==> src/hdl/cpuPkg.sv <==
`default_nettype none

package cpuPkg;

    localparam int wordWidth = 16;
    localparam int regCount = 4;
    localparam int regIdxWidth = $clog2(regCount);
    localparam logic [regIdxWidth-1:0] linkReg = regIdxWidth'(2);

    // opcodes in instr[15:12]
    localparam logic [3:0] opBne = 4'd0;
    localparam logic [3:0] opBeq = 4'd1;
    localparam logic [3:0] opBgz = 4'd2;
    localparam logic [3:0] opBlz = 4'd3;
    localparam logic [3:0] opAdi = 4'd4;
    localparam logic [3:0] opOri = 4'd5;
    localparam logic [3:0] opLhi = 4'd6;
    localparam logic [3:0] opLwd = 4'd7;
    localparam logic [3:0] opSwd = 4'd8;
    localparam logic [3:0] opJmp = 4'd9;
    localparam logic [3:0] opJal = 4'd10;
    localparam logic [3:0] opRType = 4'd15;

    // func codes in instr[5:0] under opRType
    localparam logic [5:0] fnAdd = 6'd0;
    localparam logic [5:0] fnSub = 6'd1;
    localparam logic [5:0] fnAnd = 6'd2;
    localparam logic [5:0] fnOrr = 6'd3;
    localparam logic [5:0] fnNot = 6'd4;
    localparam logic [5:0] fnTcp = 6'd5;
    localparam logic [5:0] fnShl = 6'd6;
    localparam logic [5:0] fnShr = 6'd7;
    localparam logic [5:0] fnJpr = 6'd25;
    localparam logic [5:0] fnJrl = 6'd26;
    localparam logic [5:0] fnWwd = 6'd28;
    localparam logic [5:0] fnHlt = 6'd29;

    typedef enum logic [3:0] {
        aluAdd,
        aluSub,
        aluAnd,
        aluOr,
        aluNot,
        aluTcp,
        aluShl,
        aluShr,
        aluLhi,
        aluPassA
    } aluOpT;

    typedef struct packed {
        logic regWrite;
        logic memToReg;
        logic memRead;
        logic memWrite;
        logic wwd;
        logic isBranch;
        logic isJumpReg;
        logic linkPc;
        logic aluSrcImm;
        aluOpT aluOp;
        logic isHalt;
    } ctrlT;

    typedef struct packed {
        logic [wordWidth-1:0] instr;
        logic [wordWidth-1:0] pc;
    } fetchedT;

    // pc is the address of the next instruction
    typedef struct packed {
        logic [wordWidth-1:0] pc;
        logic [regIdxWidth-1:0] rs;
        logic [regIdxWidth-1:0] rt;
        logic [regIdxWidth-1:0] rd;
        logic [wordWidth-1:0] rsValue;
        logic [wordWidth-1:0] rtValue;
        logic [wordWidth-1:0] imm;
        logic [3:0] opcode;
        ctrlT ctrl;
    } decodedT;

    typedef struct packed {
        logic [wordWidth-1:0] aluResult;
        logic [wordWidth-1:0] storeData;
        logic [regIdxWidth-1:0] rd;
        ctrlT ctrl;
    } executedT;

    typedef struct packed {
        logic [wordWidth-1:0] aluResult;
        logic [wordWidth-1:0] loadData;
        logic [regIdxWidth-1:0] rd;
        ctrlT ctrl;
    } retiringT;

endpackage

`default_nettype wire

==> src/hdl/stageLink.sv <==
`timescale 1ns/1ns
`default_nettype none

// one pipeline register between two adjacent stages
interface stageLink #(
    parameter type payloadT = logic
) ();
    logic valid;
    payloadT payload;
    logic hold;
    logic kill;

    // the upstream stage owns the register
    modport source (
        output valid,
        output payload,
        input hold,
        input kill
    );

    modport sink (
        input valid,
        input payload,
        output hold,
        output kill
    );

    // forwarding tap, reads contents only
    modport monitor (
        input valid,
        input payload
    );
endinterface

`default_nettype wire

==> src/hdl/fetchStage.sv <==
`timescale 1ns/1ns
`default_nettype none

module fetchStage (
    input wire Clk,
    input wire rstN,
    input wire halted,
    output logic [cpuPkg::wordWidth-1:0] instrAddress,
    input wire [cpuPkg::wordWidth-1:0] instrData,
    input wire redirect,
    input wire [cpuPkg::wordWidth-1:0] redirectPc,
    input wire jumpTaken,
    input wire [cpuPkg::wordWidth-1:0] jumpPc,
    stageLink.source toDecode
);
    import cpuPkg::*;

    logic [wordWidth-1:0] pc;
    logic [wordWidth-1:0] pcPlusOne;
    logic [wordWidth-1:0] nextPc;

    assign instrAddress = pc;
    assign pcPlusOne = pc + 1'b1;

    // hold wins, then the older redirect from execute
    always_comb begin
        if (toDecode.hold || halted) begin
            nextPc = pc;
        end else if (redirect) begin
            nextPc = redirectPc;
        end else if (jumpTaken) begin
            nextPc = jumpPc;
        end else begin
            nextPc = pcPlusOne;
        end
    end

    always_ff @(posedge Clk or negedge rstN) begin
        if (!rstN) begin
            pc <= '0;
        end else begin
            pc <= nextPc;
        end
    end

    always_ff @(posedge Clk or negedge rstN) begin
        if (!rstN) begin
            toDecode.valid <= 1'b0;
        end else if (!toDecode.hold) begin
            toDecode.valid <= !(redirect || toDecode.kill || halted);
        end
    end

    always_ff @(posedge Clk) begin
        if (!toDecode.hold) begin
            toDecode.payload.instr <= instrData;
            toDecode.payload.pc <= pcPlusOne;
        end
    end

endmodule

`default_nettype wire

==> src/hdl/decodeStage.sv <==
`timescale 1ns/1ns
`default_nettype none

module decodeStage (
    input wire Clk,
    input wire rstN,
    stageLink.sink fromFetch,
    stageLink.source toExecute,
    output logic jumpTaken,
    output logic [cpuPkg::wordWidth-1:0] jumpPc,
    input wire wbWrite,
    input wire [cpuPkg::regIdxWidth-1:0] wbRd,
    input wire [cpuPkg::wordWidth-1:0] wbData
);
    import cpuPkg::*;

    logic [wordWidth-1:0] instr;
    logic [3:0] opcode;
    logic [5:0] func;
    logic [regIdxWidth-1:0] rs;
    logic [regIdxWidth-1:0] rt;
    logic [regIdxWidth-1:0] rd;
    logic usesRs;
    logic usesRt;
    logic loadUse;
    ctrlT ctrl;
    logic [wordWidth-1:0] regs [regCount];
    logic [wordWidth-1:0] rsValue;
    logic [wordWidth-1:0] rtValue;

    assign instr = fromFetch.payload.instr;
    assign opcode = instr[15:12];
    assign rs = instr[11:10];
    assign rt = instr[9:8];
    assign func = instr[5:0];

    always_comb begin
        ctrl = '0;
        case (opcode)
            opAdi: begin
                ctrl.regWrite = 1'b1;
                ctrl.aluSrcImm = 1'b1;
                ctrl.aluOp = aluAdd;
            end
            opOri: begin
                ctrl.regWrite = 1'b1;
                ctrl.aluSrcImm = 1'b1;
                ctrl.aluOp = aluOr;
            end
            opLhi: begin
                ctrl.regWrite = 1'b1;
                ctrl.aluOp = aluLhi;
            end
            opLwd: begin
                ctrl.regWrite = 1'b1;
                ctrl.memToReg = 1'b1;
                ctrl.memRead = 1'b1;
                ctrl.aluSrcImm = 1'b1;
            end
            opSwd: begin
                ctrl.memWrite = 1'b1;
                ctrl.aluSrcImm = 1'b1;
            end
            opBne, opBeq, opBgz, opBlz: ctrl.isBranch = 1'b1;
            opJal: begin
                ctrl.regWrite = 1'b1;
                ctrl.linkPc = 1'b1;
            end
            opRType: begin
                case (func)
                    fnAdd: ctrl.aluOp = aluAdd;
                    fnSub: ctrl.aluOp = aluSub;
                    fnAnd: ctrl.aluOp = aluAnd;
                    fnOrr: ctrl.aluOp = aluOr;
                    fnNot: ctrl.aluOp = aluNot;
                    fnTcp: ctrl.aluOp = aluTcp;
                    fnShl: ctrl.aluOp = aluShl;
                    fnShr: ctrl.aluOp = aluShr;
                    fnWwd: begin
                        ctrl.wwd = 1'b1;
                        ctrl.aluOp = aluPassA;
                    end
                    fnJpr: ctrl.isJumpReg = 1'b1;
                    fnJrl: begin
                        ctrl.isJumpReg = 1'b1;
                        ctrl.linkPc = 1'b1;
                    end
                    fnHlt: ctrl.isHalt = 1'b1;
                    default: ctrl.aluOp = aluAdd;
                endcase
                // arithmetic and logic funcs write rd
                ctrl.regWrite = ctrl.linkPc || (func <= fnShr);
            end
            default: ctrl.aluOp = aluAdd;
        endcase
    end

    always_comb begin
        if (ctrl.linkPc) begin
            rd = linkReg;
        end else if (opcode == opRType) begin
            rd = instr[7:6];
        end else begin
            rd = rt;
        end
    end

    always_ff @(posedge Clk or negedge rstN) begin
        if (!rstN) begin
            for (int i = 0; i < regCount; i++) begin
                regs[i] <= '0;
            end
        end else if (wbWrite) begin
            regs[wbRd] <= wbData;
        end
    end

    // same-cycle writeback is visible to the read
    assign rsValue = (wbWrite && wbRd == rs) ? wbData : regs[rs];
    assign rtValue = (wbWrite && wbRd == rt) ? wbData : regs[rt];

    assign usesRs = !(opcode == opJmp || opcode == opJal || opcode == opLhi);
    assign usesRt = opcode == opBne || opcode == opBeq || opcode == opSwd
        || (opcode == opRType && func <= fnOrr);

    // a load one slot ahead has no data to forward yet
    assign loadUse = fromFetch.valid && toExecute.valid && toExecute.payload.ctrl.memRead
        && ((usesRs && toExecute.payload.rd == rs) || (usesRt && toExecute.payload.rd == rt));

    assign jumpTaken = fromFetch.valid && !toExecute.hold
        && (opcode == opJmp || opcode == opJal);
    assign jumpPc = {fromFetch.payload.pc[wordWidth-1:wordWidth-4], instr[11:0]};

    assign fromFetch.hold = loadUse || toExecute.hold;
    assign fromFetch.kill = jumpTaken;

    always_ff @(posedge Clk or negedge rstN) begin
        if (!rstN) begin
            toExecute.valid <= 1'b0;
        end else if (!toExecute.hold) begin
            toExecute.valid <= fromFetch.valid && !loadUse && !toExecute.kill;
        end
    end

    always_ff @(posedge Clk) begin
        if (!toExecute.hold) begin
            toExecute.payload.pc <= fromFetch.payload.pc;
            toExecute.payload.rs <= rs;
            toExecute.payload.rt <= rt;
            toExecute.payload.rd <= rd;
            toExecute.payload.rsValue <= rsValue;
            toExecute.payload.rtValue <= rtValue;
            toExecute.payload.imm <= {{(wordWidth - 8){instr[7]}}, instr[7:0]};
            toExecute.payload.opcode <= opcode;
            toExecute.payload.ctrl <= ctrl;
        end
    end

endmodule

`default_nettype wire

==> src/hdl/executeStage.sv <==
`timescale 1ns/1ns
`default_nettype none

module executeStage (
    input wire Clk,
    input wire rstN,
    stageLink.sink fromDecode,
    stageLink.source toMemory,
    stageLink.monitor fromWriteback,
    input wire [cpuPkg::wordWidth-1:0] wbData,
    output logic redirect,
    output logic [cpuPkg::wordWidth-1:0] redirectPc
);
    import cpuPkg::*;

    decodedT cur;
    logic memFwdOk;
    logic wbFwdOk;
    logic [wordWidth-1:0] fwdRs;
    logic [wordWidth-1:0] fwdRt;
    logic [wordWidth-1:0] opB;
    logic [wordWidth-1:0] aluOut;
    logic [wordWidth-1:0] result;
    logic branchCond;

    assign cur = fromDecode.payload;

    // a load in the memory stage is never a source here
    assign memFwdOk = toMemory.valid && toMemory.payload.ctrl.regWrite
        && !toMemory.payload.ctrl.memToReg;
    assign wbFwdOk = fromWriteback.valid && fromWriteback.payload.ctrl.regWrite;

    // the younger producer in memory takes precedence
    always_comb begin
        if (memFwdOk && toMemory.payload.rd == cur.rs) begin
            fwdRs = toMemory.payload.aluResult;
        end else if (wbFwdOk && fromWriteback.payload.rd == cur.rs) begin
            fwdRs = wbData;
        end else begin
            fwdRs = cur.rsValue;
        end
        if (memFwdOk && toMemory.payload.rd == cur.rt) begin
            fwdRt = toMemory.payload.aluResult;
        end else if (wbFwdOk && fromWriteback.payload.rd == cur.rt) begin
            fwdRt = wbData;
        end else begin
            fwdRt = cur.rtValue;
        end
    end

    assign opB = cur.ctrl.aluSrcImm ? cur.imm : fwdRt;

    always_comb begin
        case (cur.ctrl.aluOp)
            aluAdd: aluOut = fwdRs + opB;
            aluSub: aluOut = fwdRs - opB;
            aluAnd: aluOut = fwdRs & opB;
            aluOr: aluOut = fwdRs | opB;
            aluNot: aluOut = ~fwdRs;
            aluTcp: aluOut = ~fwdRs + 1'b1;
            aluShl: aluOut = fwdRs << 1;
            aluShr: aluOut = $signed(fwdRs) >>> 1;
            aluLhi: aluOut = {cur.imm[7:0], 8'h00};
            default: aluOut = fwdRs;
        endcase
    end

    assign result = cur.ctrl.linkPc ? cur.pc : aluOut;

    always_comb begin
        case (cur.opcode)
            opBne: branchCond = fwdRs != fwdRt;
            opBeq: branchCond = fwdRs == fwdRt;
            opBgz: branchCond = $signed(fwdRs) > 0;
            opBlz: branchCond = $signed(fwdRs) < 0;
            default: branchCond = 1'b0;
        endcase
    end

    assign redirect = fromDecode.valid && !toMemory.hold
        && ((cur.ctrl.isBranch && branchCond) || cur.ctrl.isJumpReg);
    assign redirectPc = cur.ctrl.isJumpReg ? fwdRs : cur.pc + cur.imm;

    // drop the instruction in decode, fetch bubbles on redirect itself
    assign fromDecode.kill = redirect;
    assign fromDecode.hold = toMemory.hold;

    always_ff @(posedge Clk or negedge rstN) begin
        if (!rstN) begin
            toMemory.valid <= 1'b0;
        end else if (!toMemory.hold) begin
            toMemory.valid <= fromDecode.valid && !toMemory.kill;
        end
    end

    always_ff @(posedge Clk) begin
        if (!toMemory.hold) begin
            toMemory.payload.aluResult <= result;
            toMemory.payload.storeData <= fwdRt;
            toMemory.payload.rd <= cur.rd;
            toMemory.payload.ctrl <= cur.ctrl;
        end
    end

endmodule

`default_nettype wire

==> src/hdl/memoryStage.sv <==
`timescale 1ns/1ns
`default_nettype none

module memoryStage (
    input wire Clk,
    input wire rstN,
    stageLink.sink fromExecute,
    stageLink.source toWriteback,
    output logic [cpuPkg::wordWidth-1:0] dataAddress,
    output logic dataWrite,
    output logic [cpuPkg::wordWidth-1:0] dataWriteData,
    input wire [cpuPkg::wordWidth-1:0] dataReadData
);
    logic haltSeen;

    assign dataAddress = fromExecute.payload.aluResult;
    assign dataWriteData = fromExecute.payload.storeData;
    assign dataWrite = fromExecute.valid && fromExecute.payload.ctrl.memWrite
        && !toWriteback.hold;

    // nothing younger than a committed halt reaches memory
    assign fromExecute.kill = haltSeen
        || (fromExecute.valid && fromExecute.payload.ctrl.isHalt);
    assign fromExecute.hold = toWriteback.hold;

    always_ff @(posedge Clk or negedge rstN) begin
        if (!rstN) begin
            haltSeen <= 1'b0;
        end else if (fromExecute.valid && fromExecute.payload.ctrl.isHalt
                && !toWriteback.hold) begin
            haltSeen <= 1'b1;
        end
    end

    always_ff @(posedge Clk or negedge rstN) begin
        if (!rstN) begin
            toWriteback.valid <= 1'b0;
        end else if (!toWriteback.hold) begin
            toWriteback.valid <= fromExecute.valid && !toWriteback.kill;
        end
    end

    always_ff @(posedge Clk) begin
        if (!toWriteback.hold) begin
            toWriteback.payload.aluResult <= fromExecute.payload.aluResult;
            toWriteback.payload.loadData <= dataReadData;
            toWriteback.payload.rd <= fromExecute.payload.rd;
            toWriteback.payload.ctrl <= fromExecute.payload.ctrl;
        end
    end

endmodule

`default_nettype wire

==> src/hdl/writebackStage.sv <==
`timescale 1ns/1ns
`default_nettype none

module writebackStage (
    input wire Clk,
    input wire rstN,
    stageLink.sink fromMemory,
    output logic wbWrite,
    output logic [cpuPkg::regIdxWidth-1:0] wbRd,
    output logic [cpuPkg::wordWidth-1:0] wbData,
    output logic [cpuPkg::wordWidth-1:0] outputPort,
    output logic wwdValid,
    output logic [cpuPkg::wordWidth-1:0] retiredCount,
    output logic halted
);
    logic retire;

    assign retire = fromMemory.valid && !halted;

    assign wbData = fromMemory.payload.ctrl.memToReg ? fromMemory.payload.loadData
        : fromMemory.payload.aluResult;
    assign wbWrite = retire && fromMemory.payload.ctrl.regWrite;
    assign wbRd = fromMemory.payload.rd;

    assign fromMemory.hold = 1'b0;
    assign fromMemory.kill = halted;

    always_ff @(posedge Clk or negedge rstN) begin
        if (!rstN) begin
            retiredCount <= '0;
            outputPort <= '0;
            wwdValid <= 1'b0;
            halted <= 1'b0;
        end else begin
            wwdValid <= retire && fromMemory.payload.ctrl.wwd;
            if (retire) begin
                retiredCount <= retiredCount + 1'b1;
                if (fromMemory.payload.ctrl.wwd) begin
                    outputPort <= fromMemory.payload.aluResult;
                end
                if (fromMemory.payload.ctrl.isHalt) begin
                    halted <= 1'b1;
                end
            end
        end
    end

endmodule

`default_nettype wire

==> src/hdl/cpuCore.sv <==
`timescale 1ns/1ns
`default_nettype none

module cpuCore (
    input wire Clk,
    input wire rstN,
    output logic [cpuPkg::wordWidth-1:0] instrAddress,
    input wire [cpuPkg::wordWidth-1:0] instrData,
    output logic [cpuPkg::wordWidth-1:0] dataAddress,
    output logic dataWrite,
    output logic [cpuPkg::wordWidth-1:0] dataWriteData,
    input wire [cpuPkg::wordWidth-1:0] dataReadData,
    output logic [cpuPkg::wordWidth-1:0] outputPort,
    output logic wwdValid,
    output logic [cpuPkg::wordWidth-1:0] retiredCount,
    output logic halted
);
    import cpuPkg::*;

    logic redirect;
    logic [wordWidth-1:0] redirectPc;
    logic jumpTaken;
    logic [wordWidth-1:0] jumpPc;
    logic wbWrite;
    logic [regIdxWidth-1:0] wbRd;
    logic [wordWidth-1:0] wbData;

    stageLink #(.payloadT(fetchedT)) fetchToDecode ();
    stageLink #(.payloadT(decodedT)) decodeToExecute ();
    stageLink #(.payloadT(executedT)) executeToMemory ();
    stageLink #(.payloadT(retiringT)) memoryToWriteback ();

    fetchStage fetchStage_inst (
        .Clk(Clk),
        .rstN(rstN),
        .halted(halted),
        .instrAddress(instrAddress),
        .instrData(instrData),
        .redirect(redirect),
        .redirectPc(redirectPc),
        .jumpTaken(jumpTaken),
        .jumpPc(jumpPc),
        .toDecode(fetchToDecode.source)
    );

    decodeStage decodeStage_inst (
        .Clk(Clk),
        .rstN(rstN),
        .fromFetch(fetchToDecode.sink),
        .toExecute(decodeToExecute.source),
        .jumpTaken(jumpTaken),
        .jumpPc(jumpPc),
        .wbWrite(wbWrite),
        .wbRd(wbRd),
        .wbData(wbData)
    );

    executeStage executeStage_inst (
        .Clk(Clk),
        .rstN(rstN),
        .fromDecode(decodeToExecute.sink),
        .toMemory(executeToMemory.source),
        .fromWriteback(memoryToWriteback.monitor),
        .wbData(wbData),
        .redirect(redirect),
        .redirectPc(redirectPc)
    );

    memoryStage memoryStage_inst (
        .Clk(Clk),
        .rstN(rstN),
        .fromExecute(executeToMemory.sink),
        .toWriteback(memoryToWriteback.source),
        .dataAddress(dataAddress),
        .dataWrite(dataWrite),
        .dataWriteData(dataWriteData),
        .dataReadData(dataReadData)
    );

    writebackStage writebackStage_inst (
        .Clk(Clk),
        .rstN(rstN),
        .fromMemory(memoryToWriteback.sink),
        .wbWrite(wbWrite),
        .wbRd(wbRd),
        .wbData(wbData),
        .outputPort(outputPort),
        .wwdValid(wwdValid),
        .retiredCount(retiredCount),
        .halted(halted)
    );

endmodule

`default_nettype wire

==> config.mk <==
export PLATFORM = sky130hd
export DESIGN_NAME = cpuCore
export DESIGN_NICKNAME = d
export VERILOG_FILES = /design/src/hdl/cpuPkg.sv /design/src/hdl/stageLink.sv /design/src/hdl/fetchStage.sv /design/src/hdl/decodeStage.sv /design/src/hdl/executeStage.sv /design/src/hdl/memoryStage.sv /design/src/hdl/writebackStage.sv /design/src/hdl/cpuCore.sv
export SDC_FILE = /design/constraint.sdc
export NUM_CORES = 1
export LEC_CHECK = 0
export BUFFER_PORTS_ARGS = -buffer_cell sky130_fd_sc_hd__buf_2
export CAP_MARGIN = 20
export CORE_MARGIN = 2
export CORE_UTILIZATION = 44
export CTS_CLUSTER_SIZE = 16
export DETAILED_ROUTE_END_ITERATION = 8
export SETUP_SLACK_MARGIN = 0.5
export SLEW_MARGIN = 20
export SYNTH_ARGS = -nofsm -noshare
export SYNTH_HDL_FRONTEND = slang
export SYNTH_SLANG_ARGS = --single-unit
==> constraint.sdc <==
create_clock -name Clk -period 4.65 [get_ports Clk]
set_input_delay 0.6975 -clock Clk [delete_from_list [all_inputs] [get_ports Clk]]
set_output_delay 0.6975 -clock Clk [all_outputs]
set_load 0.02 [all_outputs]
==> results_dict.tcl, run 1 <==
set metrics [dict create \
    outcome "completed" \
    die_y_um 196 \
    clock_skew_ns 0.0234 \
    slowest_delay_ns 0.41 \
    synthFlopType "dfxtp_1" \
    rr_startpoint "memoryStage_inst.toWriteback.payload[12]$_DFF_P_" \
    setup_violations 0 \
    timing_worst_slew_pin_value_ns 0.920 \
    power.density_nw_per_um2 733 \
    p_comb_share_pct 47.9 \
    critPathMaxFanout 15 \
    grt_pass1_wl_mm 80.6 \
    clk_transition_reported_paths_ns 0.06 \
    tns_ns 0 \
    report.final.slew_viol_count 0 \
    hpwl_mm 40.0 \
    antenna_left 0 \
    finalCritPeriodShare_pct 86.6 \
    antenna_found_initial 0 \
    drive_gt1_share_pct 27.2 \
    async_flop_share_pct 38.8 \
    drt_iter0_drc 1322 \
    syn_inst 1625 \
    finalCriticalPeriod_ns 4.03 \
    dieArea_sq_um 38300 \
    cts_tree "done" \
    grt_start_max_net_pins 67 \
    clock_sinks 307 \
    synth_top_area_cell "dfxtp_1" \
    synth.cell_area_sq_um 16200 \
    syn-num-nets 1697 \
    synth_top_area_share_pct 19.3 \
    end_kind "flip-flop" \
    die_w_um 196 \
    r2r_cells 18 \
    clockRootBuffer "clkbuf_16" \
    maxCapViolCount 0 \
    r2r-end "executeStage_inst.toMemory.payload[45]$_DFF_P_" \
    clock_path_buffers 3 \
    syn2layout_area_growth_pct 18.2 \
    place.gp.congestion 0.955 \
    synth_most_common_cell "dfxtp_1" \
    globalRouteOverflowTotal 0 \
    synth_common_cells "156 x dfxtp_1, 148 x nor2_1, 119 x dfrtp_1" \
    worstSetupPathType "flip-flop to flip-flop" \
    rows 70 \
    io_buffers 116 \
    min_to "memoryStage_inst.toWriteback.payload[22]$_DFF_P_" \
    p_leak_nw 8.00 \
    io_pins 117 \
    hold_path.startpoint "dataReadData[6]" \
    path_common_cell "buf_4" \
    path_buf_inv 5 \
    drt_pass1_iterations 5 \
    utilization_pct 52.5 \
    via_per_inst 6.00 \
    required_ns 5.06 \
    power.switching_mw 5.85 \
    layout.nets 1830 \
    cp_cell_sequence "buf_6 -> buf_8 -> mux2_2 -> nor4_2 -> o31ai_2 -> buf_4 -> o41ai_1 -> buf_4 -> a21oi_1 -> xor2_1 -> ha_1 -> or3_1 -> nor3_4 -> o41ai_2 -> buf_4 -> xor2_1 -> a221oi_1 -> nor2_1" \
    clkLatencyLatePin_ns 0.53 \
    ir_worst_vdd_v 0.000286 \
    synth-seq-cells 307 \
    r2r_slack_ns 0.62 \
    yosysUniqueCellTypes 82 \
    rsz0062_at_grt "yes" \
    final_hold_viol_count 0 \
    synth_edf_count 32 \
    fin_hold_ws_ns 0.263 \
    power.total_mw 14.0 \
    crit_path_start_kind "flip-flop" \
    coreArea_sq_um 36300 \
    postSynthAreaPerCell_sq_um 9.94 \
    cp_slowest_cell "mux2_2" \
    path_delay_family "simple AND/OR/NAND/NOR gates" \
    num_vias 13500 \
    grt_pass1_vias 12900 \
    p_int_mw 8.14 \
    p_sw_share_pct 41.8 \
    yosysSeqAreaShare_pct 43.7 \
    max_slew_margin_pct 38.5 \
    antenna_cells 0 \
    htreeDepth 2 \
    drc_errors 0 \
    seqPwrFrac_pct 32.4 \
    synth_area_leaders "dfxtp_1 19%, dfrtp_1 18%, edfxtp_1 5.9%" \
    post_drt_wl_per_cell_um 23.6 \
    track_usage_pct 27.6 \
    cp.arrival_ns 4.43 \
    routed_wl_mm 53.1 \
    fmax_mhz 248 \
    postCtsHoldBufs 0 \
    yosysWarnings 0 \
    min_path_cells 1 \
    clockPowerShare_pct 19.7 \
    numCtsBuffers 36 \
    worstHoldPathType "primary input to flip-flop" \
    start_util_pct 44.5 \
]
==> through the flow <==
step	instances	setup slack [ns]	instance area [sq um]
2_1_floorplan	1625	0.505	16200
3_3_place_gp	2174	0.308	17500
3_5_place_dp	2175	0.130	17500
4_1_cts	2241	0.389	18700
5_1_grt	2253	0.407	19100
6_report	2253	0.624	19100
==> cells by family after synthesis <==
family | synth area share [%]
simple gates | 14.3
compound gates | 16.0
flops | 43.7
buf+inv | 5.22
mux | 11.3
xor+xnor | 6.19
fa+ha+maj | 3.28
==> worst max path at each step <==
stage / startpoint / to / depth (start not counted)
after detailed placement: executeStage_inst.toMemory.valid$_DFF_PN0_ / executeStage_inst.toMemory.payload[46]$_DFF_P_ / 18
final: memoryStage_inst.toWriteback.payload[12]$_DFF_P_ / executeStage_inst.toMemory.payload[45]$_DFF_P_ / 18
after floorplan: memoryStage_inst.toWriteback.valid$_DFF_PN0_ / executeStage_inst.toMemory.payload[46]$_DFF_P_ / 20
after CTS: executeStage_inst.toMemory.valid$_DFF_PN0_ / executeStage_inst.toMemory.payload[46]$_DFF_P_ / 19
after global placement: decodeStage_inst.toExecute.payload[69]$_DFF_P_ / executeStage_inst.toMemory.payload[46]$_DFF_P_ / 18
after global routing: memoryStage_inst.toWriteback.payload[12]$_DFF_P_ / executeStage_inst.toMemory.payload[45]$_DFF_P_ / 18
==> what timing repair did <==
action	in CTS	in global routing
resized for setup	18	63
endpoints found under the setup margin	15	19
setup buffers	1	12
pin swaps	2	17
==> power by group through the flow <==
stage	logic [mW]	registers, mW	clock network, mW
5_1_grt	7.20	4.62	2.91
3_5_place_dp	6.16	4.55	0
3_3_place_gp	6.13	4.52	0
6_report	6.70	4.54	2.76
2_1_floorplan	4.20	4.28	0
4_1_cts	6.27	4.51	2.80
==> registers in the layout (all words and copies together), names as in the netlist, 16 cells and up <==
| signal | count |
|---|---|
| decodeStage_inst.toExecute.payload | 79 |
| fetchStage_inst.instrAddress | 16 |
| memoryStage_inst.toWriteback.payload | 38 |
| writebackStage_inst.retiredCount | 16 |
| writebackStage_inst.outputPort | 16 |
| fetchStage_inst.toDecode.payload | 32 |
| executeStage_inst.toMemory.payload | 39 |
| decodeStage_inst.regs | 64 |
==> cells in the final DEF, fill, tap and decap left out, types with 38 or more instances in the layout <==
cell type  instances
xor2_1            38
inv_1             38
a31oi_1           39
xnor2_1           61
dfrtp_1          119
buf_4            105
nand2_1          107
nor2_1           146
buf_2            115
o21ai_0           84
nand4_1           44
mux2_2            61
dfxtp_1          152
a21oi_1           96
==> per-layer routing <==
layer  wire length (um)  share of wire (%)  vias up  track usage, %
met5                  0                  0        -               0
met4               1540                2.9        0            8.28
met3               3580                6.7       92            3.35
met2              23400                 44      559            41.6
met1              24600                 46     6667            41.4
li1                   -                  -     6200               -
==> layout make-up <==
class,count,area (sq um)
Fill cell,3302,17300
Tap cell,468,586
Timing Repair Buffer,230,1500
Clock inverter,11,106
Clock buffer,54,1050
Multi-Input combinational cell,1143,8640
Inverter,40,150
Sequential cell,307,7070
Note: power is estimated with default switching activity, not from simulation.
==> inputs of run 2 (changes only) <==
--- a/config.mk
+++ b/config.mk
@@ -9,6 +9,7 @@
 export CAP_MARGIN = 20
 export CORE_MARGIN = 2
 export CORE_UTILIZATION = 44
+export CTS_CLUSTER_DIAMETER = 80
 export CTS_CLUSTER_SIZE = 16
 export DETAILED_ROUTE_END_ITERATION = 8
 export SETUP_SLACK_MARGIN = 0.5
==> constraint.sdc (replaced) <==
create_clock -name Clk -period 4.65 [get_ports Clk]
set_input_delay 0.6975 -clock Clk [delete_from_list [all_inputs] [get_ports Clk]]
set_output_delay 0.6975 -clock Clk [all_outputs]
set_load 0.01 [all_outputs]
==> results_dict.tcl, run 2 (same netlist as run 1, synthesis figures left out) <==
set metrics [dict create \
    outcome "completed" \
    track_usage_pct 27.2 \
    slowest_delay_ns 0.41 \
    setup_violations 0 \
    clockRootBuffer "clkbuf_16" \
    finalCriticalPeriod_ns 4.06 \
    clock_path_buffers 3 \
    start_util_pct 44.5 \
    rsz0062_at_grt "yes" \
    dieArea_sq_um 38300 \
    cp_slowest_cell "nor3_1" \
    dp_cells 2175 \
    stdcell_count 2239 \
    antenna_cells 0 \
    drive_gt1_share_pct 26.8 \
    utilization_pct 51.9 \
    clock_sinks 307 \
    io_pins 117 \
    rr_startpoint "executeStage_inst.toMemory.valid$_DFF_PN0_" \
    required_ns 5.06 \
    tns_ns 0 \
    r2r_cells 17 \
    final.setup.worst_slack_ns 0.590 \
    antenna_left 0 \
    crit_path_start_kind "flip-flop" \
    top_register "decodeStage_inst.toExecute.payload" \
    power.total_mw 13.1 \
    clock_skew_ns 0.0259 \
    hpwl_mm 40.0 \
    layout.nets 1825 \
    grt_pass1_wl_mm 80.0 \
    dpl_worst_slack_ns 0.130 \
    drc_errors 0 \
    routed_wl_mm 52.6 \
    final_hold_viol_count 0 \
    final_cell_mix "149 x dfxtp_1, 146 x nor2_1, 119 x dfrtp_1" \
    cts_tree "done" \
    largest_reg_flops 79 \
    place_area_sq_um 17500 \
    report.final.slew_viol_count 0 \
    power.density_nw_per_um2 694 \
    via_per_inst 5.99 \
    clkLatencyLatePin_ns 0.57 \
    drt_iter0_drc 1206 \
    io_buffers 116 \
    maxCapViolCount 0 \
    top_regs "decodeStage_inst.toExecute.payload: 79 flops, decodeStage_inst.regs: 64 flops, executeStage_inst.toMemory.payload: 39 flops" \
    critPathMaxFanout 15 \
    htreeDepth 1 \
    coreArea_sq_um 36300 \
    globalRouteOverflowTotal 0 \
    die_w_um 196 \
    path_common_cell "buf_4" \
    design_area_sq_um 18900 \
    die_y_um 196 \
    timing_worst_slew_pin_value_ns 0.918 \
    ir_worst_vdd_v 0.000297 \
    end_kind "flip-flop" \
    place.gp.congestion 0.955 \
    fin_hold_ws_ns 0.232 \
    finalCritPeriodShare_pct 87.3 \
    syn2layout_area_growth_pct 16.7 \
    crit_start "executeStage_inst.toMemory.valid$_DFF_PN0_" \
    grt_start_max_net_pins 67 \
    fmax_mhz 246 \
    final_common_cell "dfxtp_1" \
    p_leak_nw 7.84 \
    num_vias 13400 \
    hold_path.startpoint "dataReadData[14]" \
    antenna_found_initial 0 \
    rows 70 \
    cp.arrival_ns 4.47 \
    worstHoldPathType "primary input to flip-flop" \
    drt_pass1_iterations 5 \
    min_path_cells 1 \
    clk_transition_reported_paths_ns 0.08 \
    max_slew_margin_pct 38.6 \
    numCtsBuffers 25 \
    post_drt_wl_per_cell_um 23.5 \
    worstSetupPathType "flip-flop to flip-flop" \
    cp_cell_sequence "and3b_2 -> and3_2 -> buf_12 -> o31ai_1 -> mux2i_1 -> buf_4 -> buf_4 -> a31oi_1 -> xor2_1 -> ha_1 -> nor3_1 -> a211oi_4 -> buf_4 -> nor3_1 -> xnor2_1 -> a211oi_1 -> a21oi_2" \
    grt_pass1_vias 12900 \
]
## run 2: worst paths after layout
check                                                                         to  slack [ns]
worst max-delay path              executeStage_inst.toMemory.payload[41]$_DFF_P_        0.59
worst min-delay path            memoryStage_inst.toWriteback.payload[30]$_DFF_P_        0.23
worst max register to register    executeStage_inst.toMemory.payload[41]$_DFF_P_        0.59
worst min register to register     executeStage_inst.toMemory.payload[0]$_DFF_P_        0.33
max in group asynchronous            fetchStage_inst.instrAddress[9]$_DFFE_PN0N_        3.25
min in group asynchronous       writebackStage_inst.retiredCount[10]$_DFFE_PN0P_        0.24
## run 2: timing repair
item / CTS / global route
endpoints found under the hold margin: 0 / 0
resized for setup: 20 / 85
endpoints found under the setup margin: 15 / 19
hold buffers: 0 / 0
setup buffers: 1 / 18
pin swaps: 4 / 15
## run 2: power by group
part / internal [mW] / switching [mW]
Combinational: 2.85 / 3.67
Sequential: 3.67 / 0.857
Clock: 1.03 / 1.02
## run 2: layout make-up
type	instances	area, sq um
fill	3336	17500
multi-input combinational	1143	8720
sequential	307	7080
timing repair buffer	236	1580
clock buffer	40	682
tap	468	586
inverter	40	150
clock inverter	5	61.3
## run 2: metal layers
layer	vias to the layer above	share of wire, %	global-route usage, %
li1	6187	-	-
met1	6576	47	41.4
met2	540	43	40.7
met3	106	6.5	2.59
met4	0	3.3	9.08
met5	-	0	0
## run 2: worst max-delay path, delay by kind of cell, from the launching register on
| kind | cells | cell delay [ns] |
|---|---|---|
| buf+inv | 4 | 0.64 |
| xor+xnor | 2 | 0.22 |
| simple gates | 4 | 1.07 |
| fa+ha+maj | 1 | 0.24 |
| flops | 1 | 0.40 |
| mux | 1 | 0.18 |
| compound gates | 5 | 1.15 |
